## config.mk

```make
export PLATFORM = sky130hd
export DESIGN_NAME = tlb_lookup
export DESIGN_NICKNAME = d
export VERILOG_FILES = /design/src/hw/dcache_pkg.sv /design/src/hw/tlb_lookup.sv
export SDC_FILE = /design/constraint.sdc
export NUM_CORES = 1
export LEC_CHECK = 0
export BUFFER_PORTS_ARGS = -buffer_cell sky130_fd_sc_hd__buf_2
export CAP_MARGIN = 5
export CORE_AREA = 2 2 124 126
export DETAILED_ROUTE_END_ITERATION = 12
export DIE_AREA = 0 0 126 128
export HOLD_SLACK_MARGIN = 0.03
export MAX_ROUTING_LAYER = met4
export PLACE_DENSITY = 0.6
export SLEW_MARGIN = 0
export SYNTH_ARGS = -nofsm -noshare
export SYNTH_HDL_FRONTEND = slang
export SYNTH_SLANG_ARGS = --single-unit
```

## constraint.sdc

```tcl
create_clock -name clk -period 1.95 [get_ports clk]
set_input_delay 0.195 -clock clk [delete_from_list [all_inputs] [get_ports clk]]
set_output_delay 0.195 -clock clk [all_outputs]
set_load 0.02 [all_outputs]
```

## src/hw/dcache_pkg.sv

```systemverilog
package dcache_pkg;

   localparam int VADDR_W        = 32;
   localparam int PADDR_W        = 15;
   localparam int PAGE_OFS_W     = 12;
   localparam int VPN_W          = 20;
   localparam int PFN_W          = 3;
   localparam int WORD_W         = 32;
   localparam int LINE_W         = 128;
   localparam int WORDS_PER_LINE = 4;
   localparam int LINE_OFS_W     = 4;
   localparam int INDEX_W        = 5;
   localparam int TAG_W          = 6;

   typedef logic [VADDR_W-1:0]            vaddr_t;
   typedef logic [PADDR_W-1:0]            paddr_t;
   typedef logic [VPN_W-1:0]              vpn_t;
   typedef logic [PFN_W-1:0]              pfn_t;
   typedef logic [WORD_W-1:0]             word_t;
   typedef logic [LINE_W-1:0]             line_t;
   typedef logic [PADDR_W-LINE_OFS_W-1:0] line_addr_t;
   typedef logic [INDEX_W-1:0]            index_t;
   typedef logic [TAG_W-1:0]              tag_t;

   typedef enum logic [1:0] {OP_NONE, OP_READ, OP_WRITE, OP_FILL} op_kind_e;
   typedef enum logic {BANK_IDLE, BANK_WAIT_FILL} bank_state_e;

   // One TLB slot as loaded by the page-table handler
   typedef struct packed {logic valid; logic writable; vpn_t vpn; pfn_t pfn;} tlb_entry_t;

   typedef struct packed {logic tlb_miss; logic prot;} exc_t;

   typedef struct packed {paddr_t paddr; word_t data;} queue_entry_t;

   typedef struct packed {logic valid; paddr_t paddr; word_t data;} rd_resp_t;

   typedef struct packed {logic valid; line_addr_t line_addr;} mem_rd_t;

   typedef struct packed {logic valid; paddr_t paddr; word_t data;} mem_wr_t;

   typedef struct packed {logic valid; line_addr_t line_addr; line_t line;} fill_t;

   typedef struct packed {op_kind_e op; paddr_t paddr; word_t data; line_t line;} cache_req_t;

endpackage

```

## src/hw/tlb_lookup.sv

```systemverilog
`timescale 1ns/1ps

module tlb_lookup
   import dcache_pkg::*;
#(
   parameter int TLB_ENTRIES = 8
) (
   input  logic                          clk,
   input  logic                          rst_n_i,
   input  logic                          valid_i,
   input  vaddr_t                        vaddr_i,
   input  word_t                         data_i,
   input  logic                          check_write_i,
   input  tlb_entry_t [TLB_ENTRIES-1:0]  entries_i,
   output logic                          push_o,
   output queue_entry_t                  entry_o,
   output exc_t                          exc_o
);

   logic       hit;
   tlb_entry_t hit_entry;
   logic       prot_fault;

   // Parallel compare, lowest slot wins
   always_comb begin
      hit = 1'b0;
      hit_entry = '0;
      for (int i = TLB_ENTRIES - 1; i >= 0; i--) begin
         if (entries_i[i].valid && entries_i[i].vpn == vaddr_i[VADDR_W-1:PAGE_OFS_W]) begin
            hit = 1'b1;
            hit_entry = entries_i[i];
         end
      end
   end

   assign prot_fault = hit && check_write_i && !hit_entry.writable;

   always_ff @(posedge clk) begin
      if (!rst_n_i) begin
         push_o <= 1'b0;
         exc_o <= '0;
      end else begin
         push_o <= valid_i && hit && !prot_fault;
         exc_o.tlb_miss <= valid_i && !hit;
         exc_o.prot <= valid_i && prot_fault;
      end
   end

   always_ff @(posedge clk) begin
      if (valid_i) begin
         entry_o.paddr <= {hit_entry.pfn, vaddr_i[PAGE_OFS_W-1:0]};
         entry_o.data <= data_i;
      end
   end

endmodule

```

== Word level (Yosys, flattened, before mapping) ==
Index checks and enable logic that the tools add are counted.

* Input bits: 268
* Register bits after elaboration: 50
* Output and inout port bits: 50

* Equality and inequality tests: 8
* Reductions and logical operators: 17
* Multiplexer cells: 16

{| class="wikitable"
|+ Operators by type and width
! cell !! count
|-
| two-way mux 24 bit || 8
|-
| == test 20 bit || 8
|-
| logical AND 1 bit || 14
|-
| two-way mux 1 bit || 8
|-
| zero test 1 bit || 3
|}

== Depth between registers and ports, before layout ==
* Depth after elaboration: 14
* Gate-level depth with buffers: 9
* Mapped depth without buffers: 7

== Worst setup path before layout ==
Ideal clock, no wire load.

* Path kind: input to register
* Start point: input vaddr_i[29]
* End point: register entry_o[44] (netlist bit) (data pin)
* Setup time: 0.170 ns
* Data arrival time: 1.952 ns
* Slack: -0.172 ns
* Data required time: 1.780 ns
* Stages on the path: 8
* Path buffers: 1
* Cell sequence: buf_4 xnor2_2 nand4_1 nor4_4 nand4_1 o211a_1 or4_4 a311oi_2

{| class="wikitable"
|+ RTL lines
! what !! RTL line !! RTL
|-
| from (decl) || tlb_lookup.sv:11 || <nowiki>input vaddr_t vaddr_i,</nowiki>
|-
| to (decl) || tlb_lookup.sv:16 || <nowiki>output queue_entry_t entry_o,</nowiki>
|}

==> results.cfg <==
[run_status]
outcome = complete, but fails checks
failed_checks = negative setup slack

[synthesis]
yosysTopAreaCellShare_pct = 36.41
synth_edf_count = 47
syn_area_sq_um = 3876
ys_ff_latch = 50
netlist_instances = 353
postSynthAreaPerCell_sq_um = 10.98
synthTopCellsByArea = edfxtp_1, xnor2_1, xor2_1
yosys.area_share.simple_pct = 14.59
synth_compound_area_share_pct = 5.713
synth-adder-area-share_pct = 0
synthXorXnorAreaFrac_pct = 35.38
synth-seq-area-share_pct = 37.96
synth_fp_nets = 621
yosysWarnings = 0
synth.largest_area_cell = edfxtp_1
synth_mux_area_share_pct = 0.5165
ys_async_sr_fraction_pct = 0
synth_top_family_by_area = XOR/XNOR gates
ys.flop_type = edfxtp_1
yosysUniqueCellTypes = 46

[place]
post-place-ws_ns = -0.7986
port_buffers = 317
dp_hpwl_microns = 14760
dpl_cell_area_sq_um = 6145
gp_congestion = 0.9303

[floorplanning]
dieArea_sq_um = 16130
core-area_sq_um = 14860
die_h_microns = 128
ios = 318
die_w_microns = 126
row_count = 45
initial_core_util_pct = 26.08

[timing]
period_needed_ns = 2.016
relSlewSlack_pct = 72.71
setup_ws_ns = -0.06641
fin_crit_sh_pct = 103.4
rsz0062_at_grt = true
final_max_slew_viol_count = 0
setup_viol = 2
fmax_mhz = 495.9
worstMarginPinSlew_ns = 0.4060
finalHoldViolCount = 0

[critical_path]
cpPeakStageDelay_ns = 0.43
crit_path_cell_trace = buf_6, buf_6, xnor2_2, nand4_1, nor4_4, buf_4, nand3_2, o211a_1, or4_4, a311oi_2
crit_arrival_ns = 2.13
end_kind = flip-flop
startpoint_type = input port
path_common_cell = buf_6
path_depth = 10
path_delay_family = simple AND/OR/NAND/NOR gates
critPathBufInv = 3
path_class = input port to flip-flop
cp.required_ns = 2.06
critPathSlowestCell = or4_4
path_max_fanout = 6

[routing]
drtIter0Drc = 107
routedWlPerCell_microns = 18.10
ant_nets = 0
drc = 0
wl_microns = 16920
drt_pass1_iterations = 6
viasPerCell = 4.537
vias = 4242

[min_path]
holdPathStages = 1
hold_path.class = input port to flip-flop

[grt]
track_usage_pct = 20.70
grt_max_degree = 38
antenna_found_initial = 5
grt-ovfl-total = 0
grt_pass1_vias = 4453
grt_pass1_wl_microns = 24550

[cts]
root_buffer = clkbuf_16
cts_hold_buf = 0
cts_max_level = 2
clockBufferDepth = 2
cts_sinks = 50
numCtsBuffers = 5
cts_tree = built
clk_pin_slew_ns = 0.07

[run]
drv_cap = 0

[pwr]
ir_worst_vdd_uv = 405.6
power_density_nw_per_um2 = 476.5
power_mw = 3.312
p_leak_nw = 3.221

[cells_and_area]
finalInstanceArea_sq_um = 6952
fin_nets = 1009
fillerInstances = 1436
drive_above_1_share_pct = 63.21
syn_to_final_growth_pct = 79.34
## cell type report
cell class	instances	area, sq um	area share [%]
antenna	5	12.51	0.1800
multi-input combinational	272	2577	37.08
clock inverter	3	23.77	0.3420
sequential	50	1471	21.17
clock buffer	5	125.1	1.800
inverter	10	37.54	0.5400
tap	188	235.2	3.384
timing repair buffer	402	2469	35.51
## where the power goes
group	leakage [nW]	switching (mW)	total [mW]	internal, mW
Sequential	0.484	0.0170	1.28	1.26
Clock	0.0665	0.361	0.840	0.479
Combinational	2.67	0.566	1.20	0.631
## logic make-up (layout without fill, tap and decap cells)
family                    count (synthesis)  count (layout)
AOI/OAI and AO/OA                        28              28
xor gates and xnor gates                154             154
buffers and inverters                    31             420
DFF                                      50              50
muxes                                     2               2
other                                     0               5
and+or+nand+nor                          88              88
## synth_stat cells (3+ instances only)
| cell type | n |
|---|---|
| o211ai_1 | 3 |
| nand3_1 | 17 |
| o311ai_0 | 3 |
| nor2_1 | 3 |
| buf_4 | 4 |
| xnor2_1 | 108 |
| xor2_1 | 43 |
| nand2_1 | 3 |
| and3_1 | 4 |
| nor4_2 | 3 |
| buf_6 | 12 |
| xnor2_2 | 3 |
| edfxtp_1 | 47 |
| nor4_1 | 15 |
| o21ai_0 | 3 |
| inv_1 | 10 |
| buf_2 | 4 |
| nand4_1 | 27 |
| dfxtp_1 | 3 |
## final timing paths
path,from,slack [ns],endpoint
min,data_i[30],0.08,entry_o[30]
max,vaddr_i[12],-0.07,entry_o[44]
## routing by layer
metal	up-vias	wire (microns)	global-route usage (%)
li1	2055	-	-
met1	1919	6069	21.15
met2	240	9109	39.09
met3	28	1311	4.382
met4	0	433	7.304
met5	-	0	-
## metrics by stage
| stage | TNS (ns) | hold WS (ns) | utilization [%] | cells |
|---|---|---|---|---|
| 5_1_grt | -0.2720 | 0.06795 | 46.77 | 935 |
| 4_1_cts | -0.07479 | 0.07316 | 45.03 | 924 |
| 2_1_floorplan | -0.07114 | 0.2939 | - | 353 |
| 3_3_place_gp | -3.601 | 0.3715 | 41.34 | 912 |
| 3_5_place_dp | -3.577 | 0.3731 | 41.34 | 912 |
| 6_report | -0.1172 | 0.08169 | 46.77 | 935 |
## state kept, by name (all words and copies together), names as in the netlist
name and flops:
exc_o 2, push_o 1, entry_o 47
## cell usage in the layout (no fill, tap or decap), drive strengths merged, types with 3 or more instances in the layout
cell | Yosys | routed
inv | 10 | 11
nand2 | 3 | 3
edfxtp | 47 | 47
clkbuf | 1 | 5
and3 | 4 | 4
nor2 | 3 | 3
buf | 20 | 402
dfxtp | 3 | 3
nand3 | 17 | 17
o311ai | 3 | 3
and2 | 3 | 3
xnor2 | 111 | 111
xor2 | 43 | 43
nor4 | 19 | 19
diode | 0 | 5
o211ai | 3 | 3
nand4 | 28 | 28
o21ai | 3 | 3
## repair_timing
item / 4_1_cts / 5_1_grt
endpoints found under the setup margin: 5 / 6
buffers inserted: 6 / 7
pin swaps: 30 / 28
resized for setup: 80 / 39
Note: power is estimated with default switching activity, not from simulation.
