$ cat src/hw/dcache_pkg.sv
package dcache_pkg;

   localparam int VADDR_W        = 32;
   localparam int PADDR_W        = 15;
   localparam int PAGE_OFS_W     = 12;
   localparam int VPN_W          = 20;
   localparam int PFN_W          = 3;
   localparam int WORD_W         = 32;
   localparam int LINE_W         = 128;
   localparam int WORDS_PER_LINE = 4;
   localparam int LINE_OFS_W     = 4;
   localparam int INDEX_W        = 5;
   localparam int TAG_W          = 6;

   typedef logic [VADDR_W-1:0]            vaddr_t;
   typedef logic [PADDR_W-1:0]            paddr_t;
   typedef logic [VPN_W-1:0]              vpn_t;
   typedef logic [PFN_W-1:0]              pfn_t;
   typedef logic [WORD_W-1:0]             word_t;
   typedef logic [LINE_W-1:0]             line_t;
   typedef logic [PADDR_W-LINE_OFS_W-1:0] line_addr_t;
   typedef logic [INDEX_W-1:0]            index_t;
   typedef logic [TAG_W-1:0]              tag_t;

   typedef enum logic [1:0] {OP_NONE, OP_READ, OP_WRITE, OP_FILL} op_kind_e;
   typedef enum logic {BANK_IDLE, BANK_WAIT_FILL} bank_state_e;

   // One TLB slot as loaded by the page-table handler
   typedef struct packed {logic valid; logic writable; vpn_t vpn; pfn_t pfn;} tlb_entry_t;

   typedef struct packed {logic tlb_miss; logic prot;} exc_t;

   typedef struct packed {paddr_t paddr; word_t data;} queue_entry_t;

   typedef struct packed {logic valid; paddr_t paddr; word_t data;} rd_resp_t;

   typedef struct packed {logic valid; line_addr_t line_addr;} mem_rd_t;

   typedef struct packed {logic valid; paddr_t paddr; word_t data;} mem_wr_t;

   typedef struct packed {logic valid; line_addr_t line_addr; line_t line;} fill_t;

   typedef struct packed {op_kind_e op; paddr_t paddr; word_t data; line_t line;} cache_req_t;

endpackage

$ cat src/hw/cache_arbiter.sv
`timescale 1ns/1ps

module cache_arbiter
   import dcache_pkg::*;
(
   input  fill_t        fill_i,
   input  queue_entry_t rd_head_i,
   input  logic         rd_empty_i,
   input  queue_entry_t wr_head_i,
   input  logic         wr_empty_i,
   input  logic         miss_pending_i,
   output logic         rd_pop_o,
   output logic         wr_pop_o,
   output cache_req_t   req_o
);

   always_comb begin
      req_o = '0;
      req_o.op = OP_NONE;
      rd_pop_o = 1'b0;
      wr_pop_o = 1'b0;

      if (fill_i.valid) begin
         req_o.op = OP_FILL;
         req_o.paddr = {fill_i.line_addr, {LINE_OFS_W{1'b0}}};
         req_o.line = fill_i.line;
      end else if (miss_pending_i) begin
         // Queues hold until the line arrives
         req_o.op = OP_NONE;
      end else if (!wr_empty_i) begin
         req_o.op = OP_WRITE;
         req_o.paddr = wr_head_i.paddr;
         req_o.data = wr_head_i.data;
         wr_pop_o = 1'b1;
      end else if (!rd_empty_i) begin
         req_o.op = OP_READ;
         req_o.paddr = rd_head_i.paddr;
         req_o.data = rd_head_i.data;
         rd_pop_o = 1'b1;
      end
   end

endmodule

$ cat config.mk
export PLATFORM = sky130hd
export DESIGN_NAME = cache_arbiter
export DESIGN_NICKNAME = d
export VERILOG_FILES = /design/src/hw/dcache_pkg.sv /design/src/hw/cache_arbiter.sv
export SDC_FILE = /design/constraint.sdc
export NUM_CORES = 1
export LEC_CHECK = 0
export BUFFER_PORTS_ARGS = -buffer_cell sky130_fd_sc_hd__buf_2
export CELL_PAD_IN_SITES_DETAIL_PLACEMENT = 1
export CELL_PAD_IN_SITES_GLOBAL_PLACEMENT = 1
export CORE_AREA = 2 2 161 163
export DETAILED_ROUTE_END_ITERATION = 10
export DIE_AREA = 0 0 163 165
export PLACE_DENSITY = 0.58
export REMOVE_ABC_BUFFERS = 1
export SYNTH_ARGS = -nofsm -noshare
export SYNTH_HDL_FRONTEND = slang
export SYNTH_SLANG_ARGS = --single-unit
$ cat constraint.sdc
create_clock -name vclk -period 1
set_input_delay 0.1 -clock vclk [all_inputs]
set_output_delay 0.1 -clock vclk [all_outputs]
set_load 0.005 [all_outputs]
## Word level (Yosys, flattened, before mapping)

Cells that the tools add are included.

- Register bits: 0
- Output and inout port bits: 179
- Bits of input ports: 237

- Muxes and demuxes: 14

Operator list:

| kind | count |
|---|---|
| 128-bit 2-to-1 mux | 1 |
| 49-bit 2-to-1 mux | 1 |
| 48-bit 2-to-1 mux | 1 |
| 47-bit 2-to-1 mux | 1 |
| 32-bit 2-to-1 mux | 1 |
| 17-bit 2-to-1 mux | 1 |
| 1-bit 2-to-1 mux | 7 |
| 2-bit 2-to-1 mux | 1 |

## Depth between registers and ports, before layout

- Word-level depth: 4
- Mapped depth: 4

## Worst setup path after synthesis

No wires, ideal clock.

- Path kind: input to output
- Start point: input fill_i[139] in the netlist's numbering
- End point: output req_o[130] in the netlist's numbering
- Cell stages on the path: 4
- Path slack: 0.034 ns
- Data required time: 0.900 ns
- Data arrival time: 0.866 ns
- Path through: nor4b_2 -> buf_4 -> buf_6 -> a22o_1

RTL lines:

| element | RTL line | text |
|---|---|---|
| from (decl) | cache_arbiter.sv:6 | `input fill_t fill_i,` |
| to (decl) | cache_arbiter.sv:14 | `output cache_req_t req_o` |

==> Implementation_results.wiki <==
{| class="wikitable"
! Metric !! Value
|-
| Largest vdd supply drop || 0.0000966 V
|-
| RSZ-0062 raised after global routing || true
|-
| Part of the total power dissipated in the clock network || 0%
|-
| Gr ovfl total || 0
|-
| Aggregate negative setup slack || -8.90 ns
|-
| Most frequent cell after synthesis || sky130_fd_sc_hd__and2_1
|-
| Highest Clock Rate || 811 MHz
|-
| Synthesized-area fraction occupied by ao, oa, aoi and oai cells || 30.2%
|-
| Iteration-0 DRC Markers || 79
|-
| Critical setup path kind || in2out
|-
| Post-Synth XOR/XNOR Area || 0%
|-
| Final core utilization || 17.1%
|-
| Critical Path AT || 1.13 ns
|-
| Routed via count || 3341
|-
| Count of unique library cells instantiated by Yosys || 12
|-
| Synth area leaders || sky130_fd_sc_hd__and2_1 (60%), sky130_fd_sc_hd__a22o_1 (22%), sky130_fd_sc_hd__a221o_1 (7.6%)
|-
| Failing checks || setup timing
|-
| Required time at the endpoint of the critical path || 0.90 ns
|-
| Via count of the first global-routing pass || 3481
|-
| Number of nets in the layout || 869
|-
| Max Fanout on Critical Path || 12
|-
| Dominant combinational cell family by area after synthesis || simple AND/OR/NAND/NOR gates
|-
| Synthesis Warnings || 0
|-
| Iteration count of the initial detailed-routing pass || 4
|-
| Total power after layout || 1.52 mW
|-
| P per Cell Area || 354 mW/mm2
|-
| Placed standard-cell area || 0.00397 mm2
|-
| Area used by sequential logic in the layout || 0 um2
|-
| Basic-gate share of the synthesized area counting and, or, nand and nor cells || 61.6%
|-
| I/O pins || 416
|-
| # clk buffers || 0
|-
| Share of post-route cells with drive strength above 1 || 70.2%
|-
| Adder-cell share of the synthesized area || 0%
|-
| Internal power || 0.909 mW
|-
| Leading area contributor after synthesis || sky130_fd_sc_hd__and2_1
|-
| Number of remaining DRC errors || 0
|-
| Post-synthesis to final-layout area growth || 194%
|-
| Fill cell instance count of the final layout || 3161
|-
| Final Hold Fails || 0
|-
| Kind of launch point of the worst setup path || input pin
|-
| Type of element capturing the critical path || output pin
|-
| Core ar. || 0.0250 mm2
|-
| Class of the worst hold path || in2out
|-
| Post-DR wirelength/cell || 16.5 um
|-
| Number of placement rows || 58
|-
| Maximum capacitance violations || 0
|-
| Number of flip-flops and latches || 0
|-
| Routed wire length || 15.9 mm
|-
| Final number of max-transition violations || 0
|-
| Crit path from || rd_empty_i
|-
| Tightest Pin Transition || 0.200 ns
|-
| Period utilization || 123%
|-
| Maximum number of pins on one net before global-route repair || 24
|-
| Post-synthesis instance total || 216
|-
| Worst-case headroom to the max-slew limit || 86.6%
|-
| Reported net switching power || 0.609 mW
|-
| Final worst slack || -0.233 ns
|-
| Via density per instance || 3.47
|-
| HPWL reported at the end of detailed placement || 13.5 mm
|-
| Crit path time final || 1.23 ns
|-
| Total area of multi-input combinational cells || 0.00136 mm2
|-
| Seq pwr share || 0%
|-
| Status || finished, violations left
|-
| Average instance area after synthesis || 6.75 um2
|-
| Post-Syn Area || 0.00146 mm2
|-
| Mux share of post-synthesis cell area || 0%
|-
| Total routing usage reported by global routing || 10.5%
|-
| Non-Filler Cell Area, Final || 0.00429 mm2
|-
| Leakage power of the design || 2.57 nW
|-
| Gp weighted congestion || 0.751
|-
| Area fraction of the dominant cell type after synthesis || 59.7%
|-
| Residual antenna-violating net count after detailed routing || 0
|-
| Top cell types by occurrence after synthesis || sky130_fd_sc_hd__and2_1 (139), sky130_fd_sc_hd__a22o_1 (36), sky130_fd_sc_hd__clkbuf_1 (17), sky130_fd_sc_hd__a221o_1 (11), sky130_fd_sc_hd__buf_2 (5)
|-
| Count of buffers from port buffering || 416
|-
| Number of setup violations in the final report || 48
|-
| Chip Width || 163 um
|-
| Switching part of the total power || 40.1%
|-
| Chip height || 165 um
|-
| Full die area || 0.0269 mm2
|-
| First-pass GRT wire length || 21.3 mm
|-
| End of the critical path || req_o[169]
|-
| Initial core utilization || 5.82%
|-
| Antenna violations before repair || 5
|-
| Share of the yosys chip area belonging to registers || 0%
|-
| Fin Hold WS || 0.472 ns
|-
| Comb pwr share || 100.0%
|}
-- cell families after synthesis --
logic type,after synthesis
and+or+nand+nor,142
buffers and inverters,25
AOI/OAI and AO/OA,49
-- cell type report --
cell class                 instances  area share, %
antenna                            2          0.117
tap                              330           9.64
timing repair buffer             439           58.5
multi-input combinational        191           31.8
-- metal layers --
layer / part of all wire [%] / global-route usage, % / wire (um) / up-vias
li1: - / - / - / 1576
met1: 35 / 10.7 / 5560 / 1503
met2: 53 / 21.5 / 8380 / 244
met3: 11 / 3.62 / 1790 / 12
met4: 0.70 / 0.684 / 112 / 6
met5: 0.29 / 0 / 46 / -
-- what timing repair did --
action / CTS / global route
pin swaps: 2 / 2
resized for setup: 27 / 2
hold buffers: 0 / 0
endpoints found under the setup margin: 143 / 50
gates cloned: 8 / 0
setup buffers: 4 / 0
-- stage by stage --
| stage | instances | worst slack, ns |
|---|---|---|
| 3_5_place_dp | 949 | -0.343 |
| 5_1_grt | 962 | -0.292 |
| 6_report | 962 | -0.233 |
| 4_1_cts | 961 | -0.254 |
| 3_3_place_gp | 949 | -0.326 |
| 2_1_floorplan | 191 | -1.71 |
-- power groups by stage --
stage,logic (mW),clock network [mW],registers (mW)
after CTS,1.56,0,0
after detailed placement,1.41,0,0
after floorplan,0.397,0,0
after global placement,1.39,0,0
final,1.52,0.000000267,0
after global routing,1.67,0.000000267,0
-- worst min path at each step --
| stage | start | endpoint | slack (ns) | cells after the start |
|---|---|---|---|---|
| after floorplan | wr_empty_i | req_o[176] | 0.25 | 1 |
| after global placement | fill_i[20] | req_o[20] | 0.47 | 3 |
| after detailed placement | fill_i[31] | req_o[31] | 0.47 | 3 |
| after CTS | fill_i[111] | req_o[111] | 0.48 | 3 |
| after global routing | fill_i[93] | req_o[93] | 0.49 | 3 |
| final | fill_i[122] | req_o[122] | 0.47 | 3 |
-- critical path, cell delays in order --
cell,delay (ns)
sky130_fd_sc_hd__buf_8,0.10
sky130_fd_sc_hd__nor4b_4,0.27
sky130_fd_sc_hd__buf_6,0.21
sky130_fd_sc_hd__buf_12,0.16
sky130_fd_sc_hd__a221o_1,0.16
sky130_fd_sc_hd__buf_2,0.12
-- layout by cell type (no fill, tap or decap), drive strengths merged --
cell type    n
buf        437
a22o        36
and2       139
o21bai       1
nor2         1
a221o       11
diode        2
nor3         1
nor4b        1
bufbuf       2
a21o         1
No activity file was read; power rests on OpenSTA's default activity.
