## src/hw/dcache_pkg.sv

```systemverilog
package dcache_pkg;

   localparam int VADDR_W        = 32;
   localparam int PADDR_W        = 15;
   localparam int PAGE_OFS_W     = 12;
   localparam int VPN_W          = 20;
   localparam int PFN_W          = 3;
   localparam int WORD_W         = 32;
   localparam int LINE_W         = 128;
   localparam int WORDS_PER_LINE = 4;
   localparam int LINE_OFS_W     = 4;
   localparam int INDEX_W        = 5;
   localparam int TAG_W          = 6;

   typedef logic [VADDR_W-1:0]            vaddr_t;
   typedef logic [PADDR_W-1:0]            paddr_t;
   typedef logic [VPN_W-1:0]              vpn_t;
   typedef logic [PFN_W-1:0]              pfn_t;
   typedef logic [WORD_W-1:0]             word_t;
   typedef logic [LINE_W-1:0]             line_t;
   typedef logic [PADDR_W-LINE_OFS_W-1:0] line_addr_t;
   typedef logic [INDEX_W-1:0]            index_t;
   typedef logic [TAG_W-1:0]              tag_t;

   typedef enum logic [1:0] {OP_NONE, OP_READ, OP_WRITE, OP_FILL} op_kind_e;
   typedef enum logic {BANK_IDLE, BANK_WAIT_FILL} bank_state_e;

   // One TLB slot as loaded by the page-table handler
   typedef struct packed {logic valid; logic writable; vpn_t vpn; pfn_t pfn;} tlb_entry_t;

   typedef struct packed {logic tlb_miss; logic prot;} exc_t;

   typedef struct packed {paddr_t paddr; word_t data;} queue_entry_t;

   typedef struct packed {logic valid; paddr_t paddr; word_t data;} rd_resp_t;

   typedef struct packed {logic valid; line_addr_t line_addr;} mem_rd_t;

   typedef struct packed {logic valid; paddr_t paddr; word_t data;} mem_wr_t;

   typedef struct packed {logic valid; line_addr_t line_addr; line_t line;} fill_t;

   typedef struct packed {op_kind_e op; paddr_t paddr; word_t data; line_t line;} cache_req_t;

endpackage

```

## src/hw/access_queue.sv

```systemverilog
`timescale 1ns/1ps

module access_queue
   import dcache_pkg::*;
#(
   parameter int QUEUE_DEPTH = 4
) (
   input  logic         clk,
   input  logic         rst_n_i,
   input  logic         push_i,
   input  queue_entry_t entry_i,
   input  logic         pop_i,
   output queue_entry_t head_o,
   output logic         empty_o,
   output logic         full_o
);

   localparam int PTR_W = (QUEUE_DEPTH > 1) ? $clog2(QUEUE_DEPTH) : 1;
   localparam int CNT_W = $clog2(QUEUE_DEPTH + 1);

   queue_entry_t     mem_q [QUEUE_DEPTH];
   logic [PTR_W-1:0] wr_ptr_q;
   logic [PTR_W-1:0] rd_ptr_q;
   logic [CNT_W-1:0] count_q;
   logic             do_push;
   logic             do_pop;

   // Pointer step with wrap for non power of two depths
   function automatic logic [PTR_W-1:0] next_ptr(input logic [PTR_W-1:0] ptr);
      if (ptr == PTR_W'(QUEUE_DEPTH - 1)) begin
         return '0;
      end
      return ptr + 1'b1;
   endfunction

   assign full_o  = (count_q == CNT_W'(QUEUE_DEPTH));
   assign empty_o = (count_q == '0);
   assign do_push = push_i && !full_o;
   assign do_pop  = pop_i && !empty_o;
   assign head_o  = mem_q[rd_ptr_q];

   always_ff @(posedge clk) begin
      if (!rst_n_i) begin
         wr_ptr_q <= '0;
         rd_ptr_q <= '0;
         count_q <= '0;
      end else begin
         if (do_push) begin
            wr_ptr_q <= next_ptr(wr_ptr_q);
         end
         if (do_pop) begin
            rd_ptr_q <= next_ptr(rd_ptr_q);
         end
         case ({do_push, do_pop})
            2'b10:   count_q <= count_q + 1'b1;
            2'b01:   count_q <= count_q - 1'b1;
            default: count_q <= count_q;
         endcase
      end
   end

   always_ff @(posedge clk) begin
      if (do_push) begin
         mem_q[wr_ptr_q] <= entry_i;
      end
   end

endmodule

```

## config.mk

```make
export PLATFORM = sky130hd
export DESIGN_NAME = access_queue
export DESIGN_NICKNAME = d
export VERILOG_FILES = /design/src/hw/dcache_pkg.sv /design/src/hw/access_queue.sv
export SDC_FILE = /design/constraint.sdc
export NUM_CORES = 1
export LEC_CHECK = 0
export ABC_AREA = 1
export BUFFER_PORTS_ARGS = -buffer_cell sky130_fd_sc_hd__buf_2
export CORE_MARGIN = 1.5
export CORE_UTILIZATION = 40
export DETAILED_ROUTE_END_ITERATION = 16
export SYNTH_ARGS = -nofsm -noshare
export SYNTH_HDL_FRONTEND = slang
export SYNTH_SLANG_ARGS = --single-unit
```

## constraint.sdc

```tcl
create_clock -name clk -period 4.3 [get_ports clk]
set_input_delay 0.43 -clock clk [delete_from_list [all_inputs] [get_ports clk]]
set_output_delay 0.43 -clock clk [all_outputs]
set_load 0.01 [all_outputs]
```

# After elaboration in Yosys (flattened, before gate mapping)
# Memories as Yosys holds them, arrays and structs flattened. A register that Yosys moved wholly into a read port is not among the register bits.
# Index checks and enable logic that the tools add are counted.
# totals
word_cells	34
ram_bits	188
input_bits	51
mem_count	1
reg_bits	7
# memory_table
memory	words	width	rd	rd_ports_with_merged_regs	write_ports	line	text
mem_q	4	47	1	1	1	access_queue.sv:21	queue_entry_t mem_q [QUEUE_DEPTH];
# classes
eq_ne	5
n_reduce_logical	6
muxes	15
addsub	4
# ops
operator	count
2-bit 2-to-1 mux	6
1-bit 2-to-1 mux	8
2-bit == test (second input constant)	3
3-bit case mux with 2 select lines	1
2-bit by 1-bit adder with 2-bit output (second input constant)	2
3-bit by 1-bit adder with 3-bit output (second input constant)	1
3-bit == test (second input constant)	1
3-bit logical NOT	1
3-bit by 1-bit subtractor with 3-bit output (second input constant)	1
2-bit by 1-bit == test with 1-bit output (second input constant)	1
1-bit logical AND	2
1-bit logical NOT	2
2-bit nonzero test	1

# Longest topological paths before layout
# Gate-level depths: netlist (run 1).
# logic_depth
depth_word	8
mapped_depth	13

# Least setup slack after synthesis (run 1)
# OpenSTA, ideal clock, no wires.
# synth_timing
kind	register -> register
from	reg count_q[1]
to	mem mem_q[0][0] (netlist name) (enable)
t_arrival_ps	2612
synth_period_minus_slack_ps	3064
path_stages_with_launch	5
setup_slack_ps	1236
setup_ps	452
path_cell_list	dfxtp_1 nor2_1 nand2_1 nand2_1 nor2_1
# synth_between
elab_chain_len	5
# synth_lines
element	line	text
from (decl)	access_queue.sv:24	logic [CNT_W-1:0] count_q;
from (signal assigned)	access_queue.sv:55	2'b10: count_q <= count_q + 1'b1;
from (signal assigned)	access_queue.sv:56	2'b01: count_q <= count_q - 1'b1;
from (signal assigned)	access_queue.sv:57	default: count_q <= count_q;
3-bit == test	access_queue.sv:36	assign full_o = (count_q == CNT_W'(QUEUE_DEPTH));
1-bit logical NOT	access_queue.sv:38	assign do_push = push_i && !full_o;
1-bit logical AND	access_queue.sv:38	
1-bit 2-to-1 mux	access_queue.sv:63	if (do_push) begin
1-bit 2-to-1 mux (not written as such)	access_queue.sv:64	mem_q[wr_ptr_q] <= entry_i;
to (decl)	access_queue.sv:21	
# Every way passes these cells.

==> results of run 1 <==
-- state kept, by name (all words and copies together), names as in the netlist, named ones only --
| name | count |
|---|---|
| wr_ptr_q | 2 |
| count_q | 3 |
| rd_ptr_q | 2 |
| mem_q | 188 |
-- cells in the final DEF (no fill, tap or decap), drive strengths merged, types with 2 or more instances in the layout --
cell type / n
clkinv: 4
bufinv: 3
nand2: 15
edfxtp: 188
a21oi: 4
o21ai: 96
nand3: 2
buf: 106
dfxtp: 9
inv: 25
clkinvlp: 2
clkbuf: 17
nor2: 107
ha: 6
o22ai: 47
-- per-layer routing --
metal,up-vias,routed length (um)
met4,2,126
met3,9,768
li1,2139,-
met2,105,7760
met5,-,13
met1,2251,6960
-- power by group through the flow --
stage | sequential, W | combinational [W] | clock (W)
detailed placement | 0.00240 | 0.00163 | 0
global placement | 0.00240 | 0.00159 | 0
finish | 0.00236 | 0.00160 | 0.00164
floorplan | 0.00240 | 0.00111 | 0
CTS | 0.00236 | 0.00163 | 0.00167
global route | 0.00238 | 0.00178 | 0.00174
-- cells in the mapped netlist (all sizes together) --
library cell  instances
edfxtp              188
nor2                107
o21ai                96
o22ai                47
buf                  20
inv                  19
nand2                15
clkbuf               10
dfxtp                 9
ha                    6
a21oi                 4
nand3                 2
fa                    1
nand3b                1
nand4                 1
-- area by class of cell --
type                    count  area, um^2  area share
repair buffers            106         561      0.0609
multi-input cells         280        1780       0.194
flip-flops and latches    197        5830       0.634
inverters                  19        73.8     0.00802
clock buffers              17         425      0.0462
clock inverters            15         195      0.0212
well taps                 265         332      0.0360
-- how the worst max path moves through the flow --
stage / startpoint / to / slack [ns] / cells after the start
3_3_place_gp: push_i / mem_q[0][38] / 2.01 / 4
6_report: flop / head_o[32] / 1.61 / 5
5_1_grt: flop / head_o[5] / 1.48 / 4
4_1_cts: flop / head_o[32] / 1.60 / 5
2_1_floorplan: count_q[1] / mem_q[0][0] / 1.24 / 4
3_5_place_dp: count_q[1] / mem_q[3][41] / 1.97 / 5
-- metrics by stage --
step                power (W)   util  cell area (um^2)  instances  setup WS, ns
floorplan             0.00351      -              7880        526          1.24
global placement      0.00399  0.442              8580        867          2.01
detailed placement    0.00403  0.442              8580        867          1.97
CTS                   0.00567  0.474              9200        899          1.60
global route          0.00589  0.474              9200        899          1.48
finish                0.00560  0.474              9200        899          1.61
-- worst max-delay path, cell delays in order, from the launching register on --
cell     delay [ns]
dfxtp_4        0.35
inv_4          0.45
buf_12         0.41
o21ai_0        0.18
o22ai_1        0.21
buf_2          0.19
-- cell families after synthesis --
family                     synth area share
AOI/OAI and AO/OA                     0.124
adders and majority gates            0.0121
buffers and inverters                0.0376
DFF                                   0.740
and+or+nand+nor                      0.0869
==> impl_metrics.yaml, run 1 <==
status:
  status: "completed"
synthesis:
  avgSynthCellArea_um2: 15.0
  yosysWarnings: 0
  synth_top_cells_by_area: "edfxtp_1, o21ai_0, o22ai_2, nor2_4, nor2_1"
  yosysTopAreaCell: "edfxtp_1"
  synth.ff_latch_count: 197
  seq_area_frac_synth: 0.740
  synth_top_area_share: 0.717
  syn-num-nets: 584
  ys_types: 23
  synthCells: 526
  synth_area_um2: 7880
timing:
  rsz0062_at_grt: "no"
  finalCritPeriodShare: 0.625
  relSlewSlack: 0.380
  worstMarginPinSlew_ns: 0.930
  clock.fmax_ghz: 0.372
  fin_hold_ws_ns: 0.213
  setup_tns_ns: 0
  setup_viol_count_final: 0
  skew_ns: 0.0101
  hold_viol_final: 0
  slew_violations: 0
  finalCriticalPeriod_ns: 2.69
power:
  internal_power_w: 0.00378
  p_per_area_nw_per_um2: 609
  ir_worst_vdd_uv: 362
  p_sw_frac: 0.325
  pwr-share-comb: 0.286
  seqPwrFrac: 0.422
  leakage_nw: 3.21
  clkPwrFrac: 0.293
  switchingPower_w: 0.00182
floorplan:
  fp.dieArea_um2: 20500
  die_height_um: 143
  initial_core_util: 0.406
  io_pins: 100
  dieWidth_um: 143
  core_um2: 19400
  std_cell_rows: 51
setup_path:
  end_kind: "primary output"
  r2r_start: "count_q[1]"
  rr_worst_depth: 5
  worstReg2RegEnd: "mem_q[0][44]"
  cp.required_ns: 3.87
  arrival_ns: 2.26
  critPathLaunchType: "flop"
  crit_fanout: 62
  reg2reg_slack_ns: 1.97
  critical_path_class: "reg -> out"
global_routing:
  busiest_layer: "met2"
  antenna_found_initial: 1
  grt_max_degree: 95
  grt_use_met3: 0.0487
  grt_pass1_wl_um: 24400
  use_met1: 0.207
  grtUsageTotal: 0.161
  use_met2: 0.265
  grt_pass1_vias: 4466
  overflow: 0
clocking:
  clkTransAtPathRegs_ns: 0.07
  clockBufferDepth: 2
  cts-root-buf: "clkbuf_16"
  cts_setup_buffers: 0
  cts-buffers-inserted: 17
  cts_tree: "done"
  cts_resized: 0
  ctsHoldBuffers: 0
  clk_latency_ns: 0.43
  htree_levels: 4
  clkSinkCount: 197
place:
  io_buffers: 99
  dp_hpwl_um: 8940
  place_congestion: 0.766
worst_hold_path:
  hold_start: "entry_i[11]"
  hold_end: "mem_q[2][11]"
  hold_class: "in -> reg"
  min_delay_path_depth: 1
finish:
  nNetsFinal: 679
  n_antenna_cell: 0
  layout-drive-gt1-share: 0.320
  fillCellCount: 1744
  area_growth_pct: 16.8
detailed_routing:
  vias: 4506
  drt_iter0_drc: 313
  route.detailed.drc: 0
  wirelength_um: 15600
  antenna_left: 0
  drt-vias-per-instance: 5.01
  drt-wirelength-per-cell_um: 17.4
  first_pass_iters: 4
job:
  maxCapViolCount: 0
(Power assumes the default switching activity.)
==> run 2, diff against run 1 <==
==> constraint.sdc (replaced) <==
create_clock -name clk -period 2.15 [get_ports clk]
set_input_delay 0.215 -clock clk [delete_from_list [all_inputs] [get_ports clk]]
set_output_delay 0.215 -clock clk [all_outputs]
set_load 0.01 [all_outputs]
==> run 2 against run 1 <==
  * Die area did not move
  * Critical path depth unchanged
  * Cell area rose by 5.3%
  * Sequential power is 100% higher
  * Highest routed layer unchanged
==> impl_metrics.yaml, run 2 (synthesis gave the netlist of run 1 again) <==
power:
  clkPwrFrac: 0.261
  ir_worst_vdd_uv: 649
  switchingPower_w: 0.00365
  seqPwrFrac: 0.428
  pwr-share-comb: 0.311
  leakage_nw: 3.42
  p_sw_frac: 0.328
  internal_power_w: 0.00748
  p_per_area_nw_per_um2: 1150
floorplan:
  io_pins: 100
  fp.dieArea_um2: 20500
  dieWidth_um: 143
  std_cell_rows: 51
  die_height_um: 143
  initial_core_util: 0.406
  core_um2: 19400
clocking:
  clkSinkCount: 197
  clkTransAtPathRegs_ns: 0.07
  clockBufferDepth: 2
  htree_levels: 4
  clk_latency_ns: 0.42
  cts-buffers-inserted: 17
  cts-root-buf: "clkbuf_16"
  cts_tree: "done"
job:
  maxCapViolCount: 0
detailed_routing:
  wirelength_um: 16700
  drt-vias-per-instance: 4.97
  first_pass_iters: 4
  route.detailed.drc: 0
  antenna_left: 0
  drt-wirelength-per-cell_um: 17.6
  vias: 4733
  drt_iter0_drc: 272
finish:
  area_growth_pct: 23.0
  final_cell_mix: "edfxtp_1, buf_2, o21ai_0, nor2_1, dlygate4sd3_1"
  reg_top3: "mem_q: 188 flops, count_q: 3 flops"
  mostFrequentLayoutCell: "edfxtp_1"
  final_cells: 952
  largest_register_ffs: 188
  layout-drive-gt1-share: 0.310
  final_cell_area_um2: 9690
  fin_util: 0.499
  nNetsFinal: 732
  regMostFlops: "mem_q"
global_routing:
  antenna_found_initial: 2
  overflow: 0
  grt_pass1_wl_um: 25300
  grt_max_degree: 75
  grtUsageTotal: 0.166
  grt_pass1_vias: 4758
timing:
  fin_ws_ns: 0.112
  clock.fmax_ghz: 0.491
  rsz0062_at_grt: "no"
  relSlewSlack: 0.715
  hold_viol_final: 0
  worstMarginPinSlew_ns: 0.427
  slew_violations: 0
  finalCritPeriodShare: 0.948
  skew_ns: 0.00518
  finalCriticalPeriod_ns: 2.04
  setup_viol_count_final: 0
setup_path:
  arrival_ns: 1.82
  crit_fanout: 22
  cp.required_ns: 1.93
  reg2reg_slack_ns: 0.31
  critPathLaunchType: "flop"
  end_kind: "primary output"
  critical_path_class: "reg -> out"
  r2r_start: "count_q[1]"
status:
  status: "completed"
worst_hold_path:
  hold_class: "in -> reg"
  hold_start: "entry_i[12]"
place:
  placed_cell_area_um2: 8710
  io_buffers: 99
  dpl_worst_slack_ns: 0.333
  place_inst: 879
  dp_hpwl_um: 9630
  place_congestion: 0.740
## run 2: cell count changes in the layout (fill, tap and decap cells not counted), moves of 2 or more
cell and delta:
bufinv_16 -2, buf_4 +9, inv_6 -3, clkinv_1 +2, dlygate4sd3_1 +39, buf_12 +2
## run 2: metal layers
metal / part of all wire / vias to the layer above / global-route usage
li1: - / 2239 / -
met3: 0.042 / 13 / 0.0457
met1: 0.45 / 2394 / 0.212
met4: 0.0093 / 2 / 0.0526
met5: 0.00078 / - / 0
met2: 0.50 / 85 / 0.275
## run 2: repair_timing
item,4_1_cts,5_1_grt
cloned,0,1
gates resized for setup,2,2
buffers inserted,0,1
pin swaps,0,0
hold endpoints to repair,147,1
setup endpoints to repair,5,12
hold buffers,38,1
## run 2: path summary, 6_finish.rpt
check | end | depth (start not counted)
worst max-delay path | head_o[33] | 5
worst min-delay path | mem_q[3][12] | 1
worst max register to register | count_q[2] | 12
worst min register to register | flop | 2
## run 2: power by group through the flow
| stage | logic (W) | registers, W | clock network, W |
|---|---|---|---|
| after floorplan | 0.00223 | 0.00479 | 0 |
| after global placement | 0.00327 | 0.00483 | 0 |
| after detailed placement | 0.00335 | 0.00485 | 0 |
| after CTS | 0.00342 | 0.00477 | 0.00298 |
| after global routing | 0.00381 | 0.00480 | 0.00312 |
| final | 0.00346 | 0.00477 | 0.00291 |
## run 2: worst max-delay path, cell delays in order (launching register included)
cell and delay, ns:
dfxtp_4 0.43, inv_8 0.20, buf_4 0.28, nor2_1 0.07, o22ai_1 0.23, buf_2 0.18
## run 2: cell type report
type | instances | area [um^2]
diodes | 1 | 2.50
clock buffers | 18 | 429
clock inverters | 13 | 110
fillers | 1676 | 9710
inverters | 19 | 78.8
multi-input cells | 280 | 1780
flip-flops and latches | 197 | 5830
well taps | 265 | 332
repair buffers | 159 | 1120
## run 2: through the flow
stage | hold WS, ns | total power [W] | setup TNS [ns]
2_1_floorplan | 0.314 | 0.00702 | -33.22
3_3_place_gp | 0.425 | 0.00810 | 0
6_report | 0.00752 | 0.0111 | 0
3_5_place_dp | 0.432 | 0.00820 | 0
4_1_cts | 0.000165 | 0.0112 | 0
5_1_grt | 0.00131 | 0.0117 | 0
==> run 3, diff against run 2 <==
--- a/config.mk
+++ b/config.mk
@@ -7,7 +7,7 @@
 export LEC_CHECK = 0
 export ABC_AREA = 1
 export BUFFER_PORTS_ARGS = -buffer_cell sky130_fd_sc_hd__buf_2
-export CORE_MARGIN = 1.5
+export CORE_MARGIN = 5
 export CORE_UTILIZATION = 40
 export DETAILED_ROUTE_END_ITERATION = 16
 export SYNTH_ARGS = -nofsm -noshare
==> run 3 against run 2 <==
  * Cell count shrank 2.0%
  * Critical path depth shrank 1
  * Combinational power shrank 3%
  * Critical path type unchanged
  * Highest routed layer unchanged
  * Wire length shrank 4.2%
  * Die area grew 10%
==> impl_metrics.yaml, run 3 (synthesis gave the netlist of run 1 again) <==
detailed_routing:
  antenna_left: 0
  drt_iter0_drc: 210
  drt-vias-per-instance: 4.94
  vias: 4610
  first_pass_iters: 4
  wirelength_um: 16000
  drt-wirelength-per-cell_um: 17.2
  route.detailed.drc: 0
finish:
  final_cell_mix: "edfxtp_1, buf_2, o21ai_0, nor2_1, nor2_4"
  final_cell_area_um2: 9530
  reg_top3: "mem_q: 188 flops, count_q: 3 flops"
  layout-drive-gt1-share: 0.305
  n_antenna_cell: 0
  nNetsFinal: 713
  mostFrequentLayoutCell: "edfxtp_1"
  area_growth_pct: 20.9
  final_cells: 933
  regMostFlops: "mem_q"
  fillCellCount: 1710
  largest_register_ffs: 188
setup_path:
  end_kind: "primary output"
  cp_slowest_stage_delay_ns: 0.38
  crit_path_top_delay_cell: "dfxtp_4"
  arrival_ns: 1.77
  cp.required_ns: 1.93
  crit_chain: "buf_12 > o21ai_0 > o22ai_2 > buf_2"
  cpLargestDelayFamily: "buffers and inverters"
  cp.buffers_inverters: 2
  critical_path_class: "reg -> out"
  crit_fanout: 94
  critPathLaunchType: "flop"
global_routing:
  grtUsageTotal: 0.148
  antenna_found_initial: 1
  grt_pass1_wl_um: 25300
  grt_max_degree: 95
  overflow: 0
  grt_pass1_vias: 4851
timing:
  finalCriticalPeriod_ns: 1.98
  worstMarginPinSlew_ns: 0.410
  clock.fmax_ghz: 0.505
  fin_hold_ws_ns: 0.0183
  hold_viol_final: 0
  fin_ws_ns: 0.169
  setup_tns_ns: 0
  rsz0062_at_grt: "no"
  setup_viol_count_final: 0
  skew_ns: 0.00853
  finalCritPeriodShare: 0.922
  slew_violations: 0
  relSlewSlack: 0.727
place:
  place_congestion: 0.791
  dpl_worst_slack_ns: 0.285
  io_buffers: 99
  dp_hpwl_um: 9390
  placed_cell_area_um2: 8700
  place_inst: 873
floorplan:
  die_height_um: 150
  fp.dieArea_um2: 22600
  core_um2: 19400
  std_cell_rows: 51
  io_pins: 100
  dieWidth_um: 150
  initial_core_util: 0.406
clocking:
  clkSinkCount: 197
  cts-root-buf: "clkbuf_16"
  clk_latency_ns: 0.42
  clockBufferDepth: 2
  cts-buffers-inserted: 17
  cts_setup_buffers: 0
  cts_tree: "done"
  htree_levels: 4
  clkTransAtPathRegs_ns: 0.07
power:
  p_per_area_nw_per_um2: 1150
  leakage_nw: 3.33
  ir_worst_vdd_uv: 605
job:
  maxCapViolCount: 0
status:
  status: "completed"
worst_hold_path:
  hold_class: "in -> reg"
-- run 3: cell types whose count changed in the layout (fill, tap and decap cells not counted), moves of 2 or more --
cell / delta
dlygate4sd3_1: -11
clkbuf_1: +2
buf_12: +4
buf_4: -9
-- run 3: worst register-to-register path: cells and delay by family, from the launching register on --
family	cells	cell delay [ns]
flip-flops	1	0.33
adder cells (fa/ha/maj)	2	0.57
buffers and inverters	2	0.11
AND/OR/NAND/NOR	7	0.87
-- run 3: report_power, final --
| part | leakage [nW] | switching, W | internal, W |
|---|---|---|---|
| registers | 1.80 | 0.000138 | 0.00462 |
| clock network | 0.256 | 0.00130 | 0.00159 |
| logic | 1.27 | 0.00212 | 0.00122 |
| total | 3.33 | 0.00356 | 0.00743 |
-- run 3: cell type report --
cell class	count	area, um^2	share of cell area
flip-flops and latches	197	5830	0.612
multi-input cells	280	1780	0.187
repair buffers	140	961	0.101
clock buffers	20	437	0.0458
well taps	265	332	0.0348
clock inverters	12	105	0.0110
inverters	19	76.3	0.00801
-- run 3: per-layer routing --
metal | up-vias | track usage | routed length, um | part of all wire
met1 | 2275 | 0.173 | 6540 | 0.41
met5 | - | 0 | 13 | 0.00081
met4 | 2 | 0.0508 | 268 | 0.017
li1 | 2212 | - | - | -
met2 | 96 | 0.265 | 8480 | 0.53
met3 | 25 | 0.0367 | 728 | 0.045
-- run 3: worst paths after layout --
path                from           end  slack, ns  cells after the start
min          entry_i[13]  mem_q[0][13]       0.02                      1
min reg2reg   count_q[0]    count_q[0]       0.54                      2
max                 flop    head_o[12]       0.17                      4
max reg2reg   count_q[1]    count_q[2]       0.21                     11
-- run 3: through the flow --
stage	utilization	total power (W)
4_1_cts	0.491	0.0111
3_3_place_gp	0.449	0.00811
5_1_grt	0.491	0.0116
6_report	0.491	0.0110
3_5_place_dp	0.449	0.00821
2_1_floorplan	-	0.00702
-- run 3: repair_timing --
item	CTS	global route
setup endpoints to repair	0	1
hold buffers	28	0
resized for setup	0	1
hold endpoints to repair	111	0
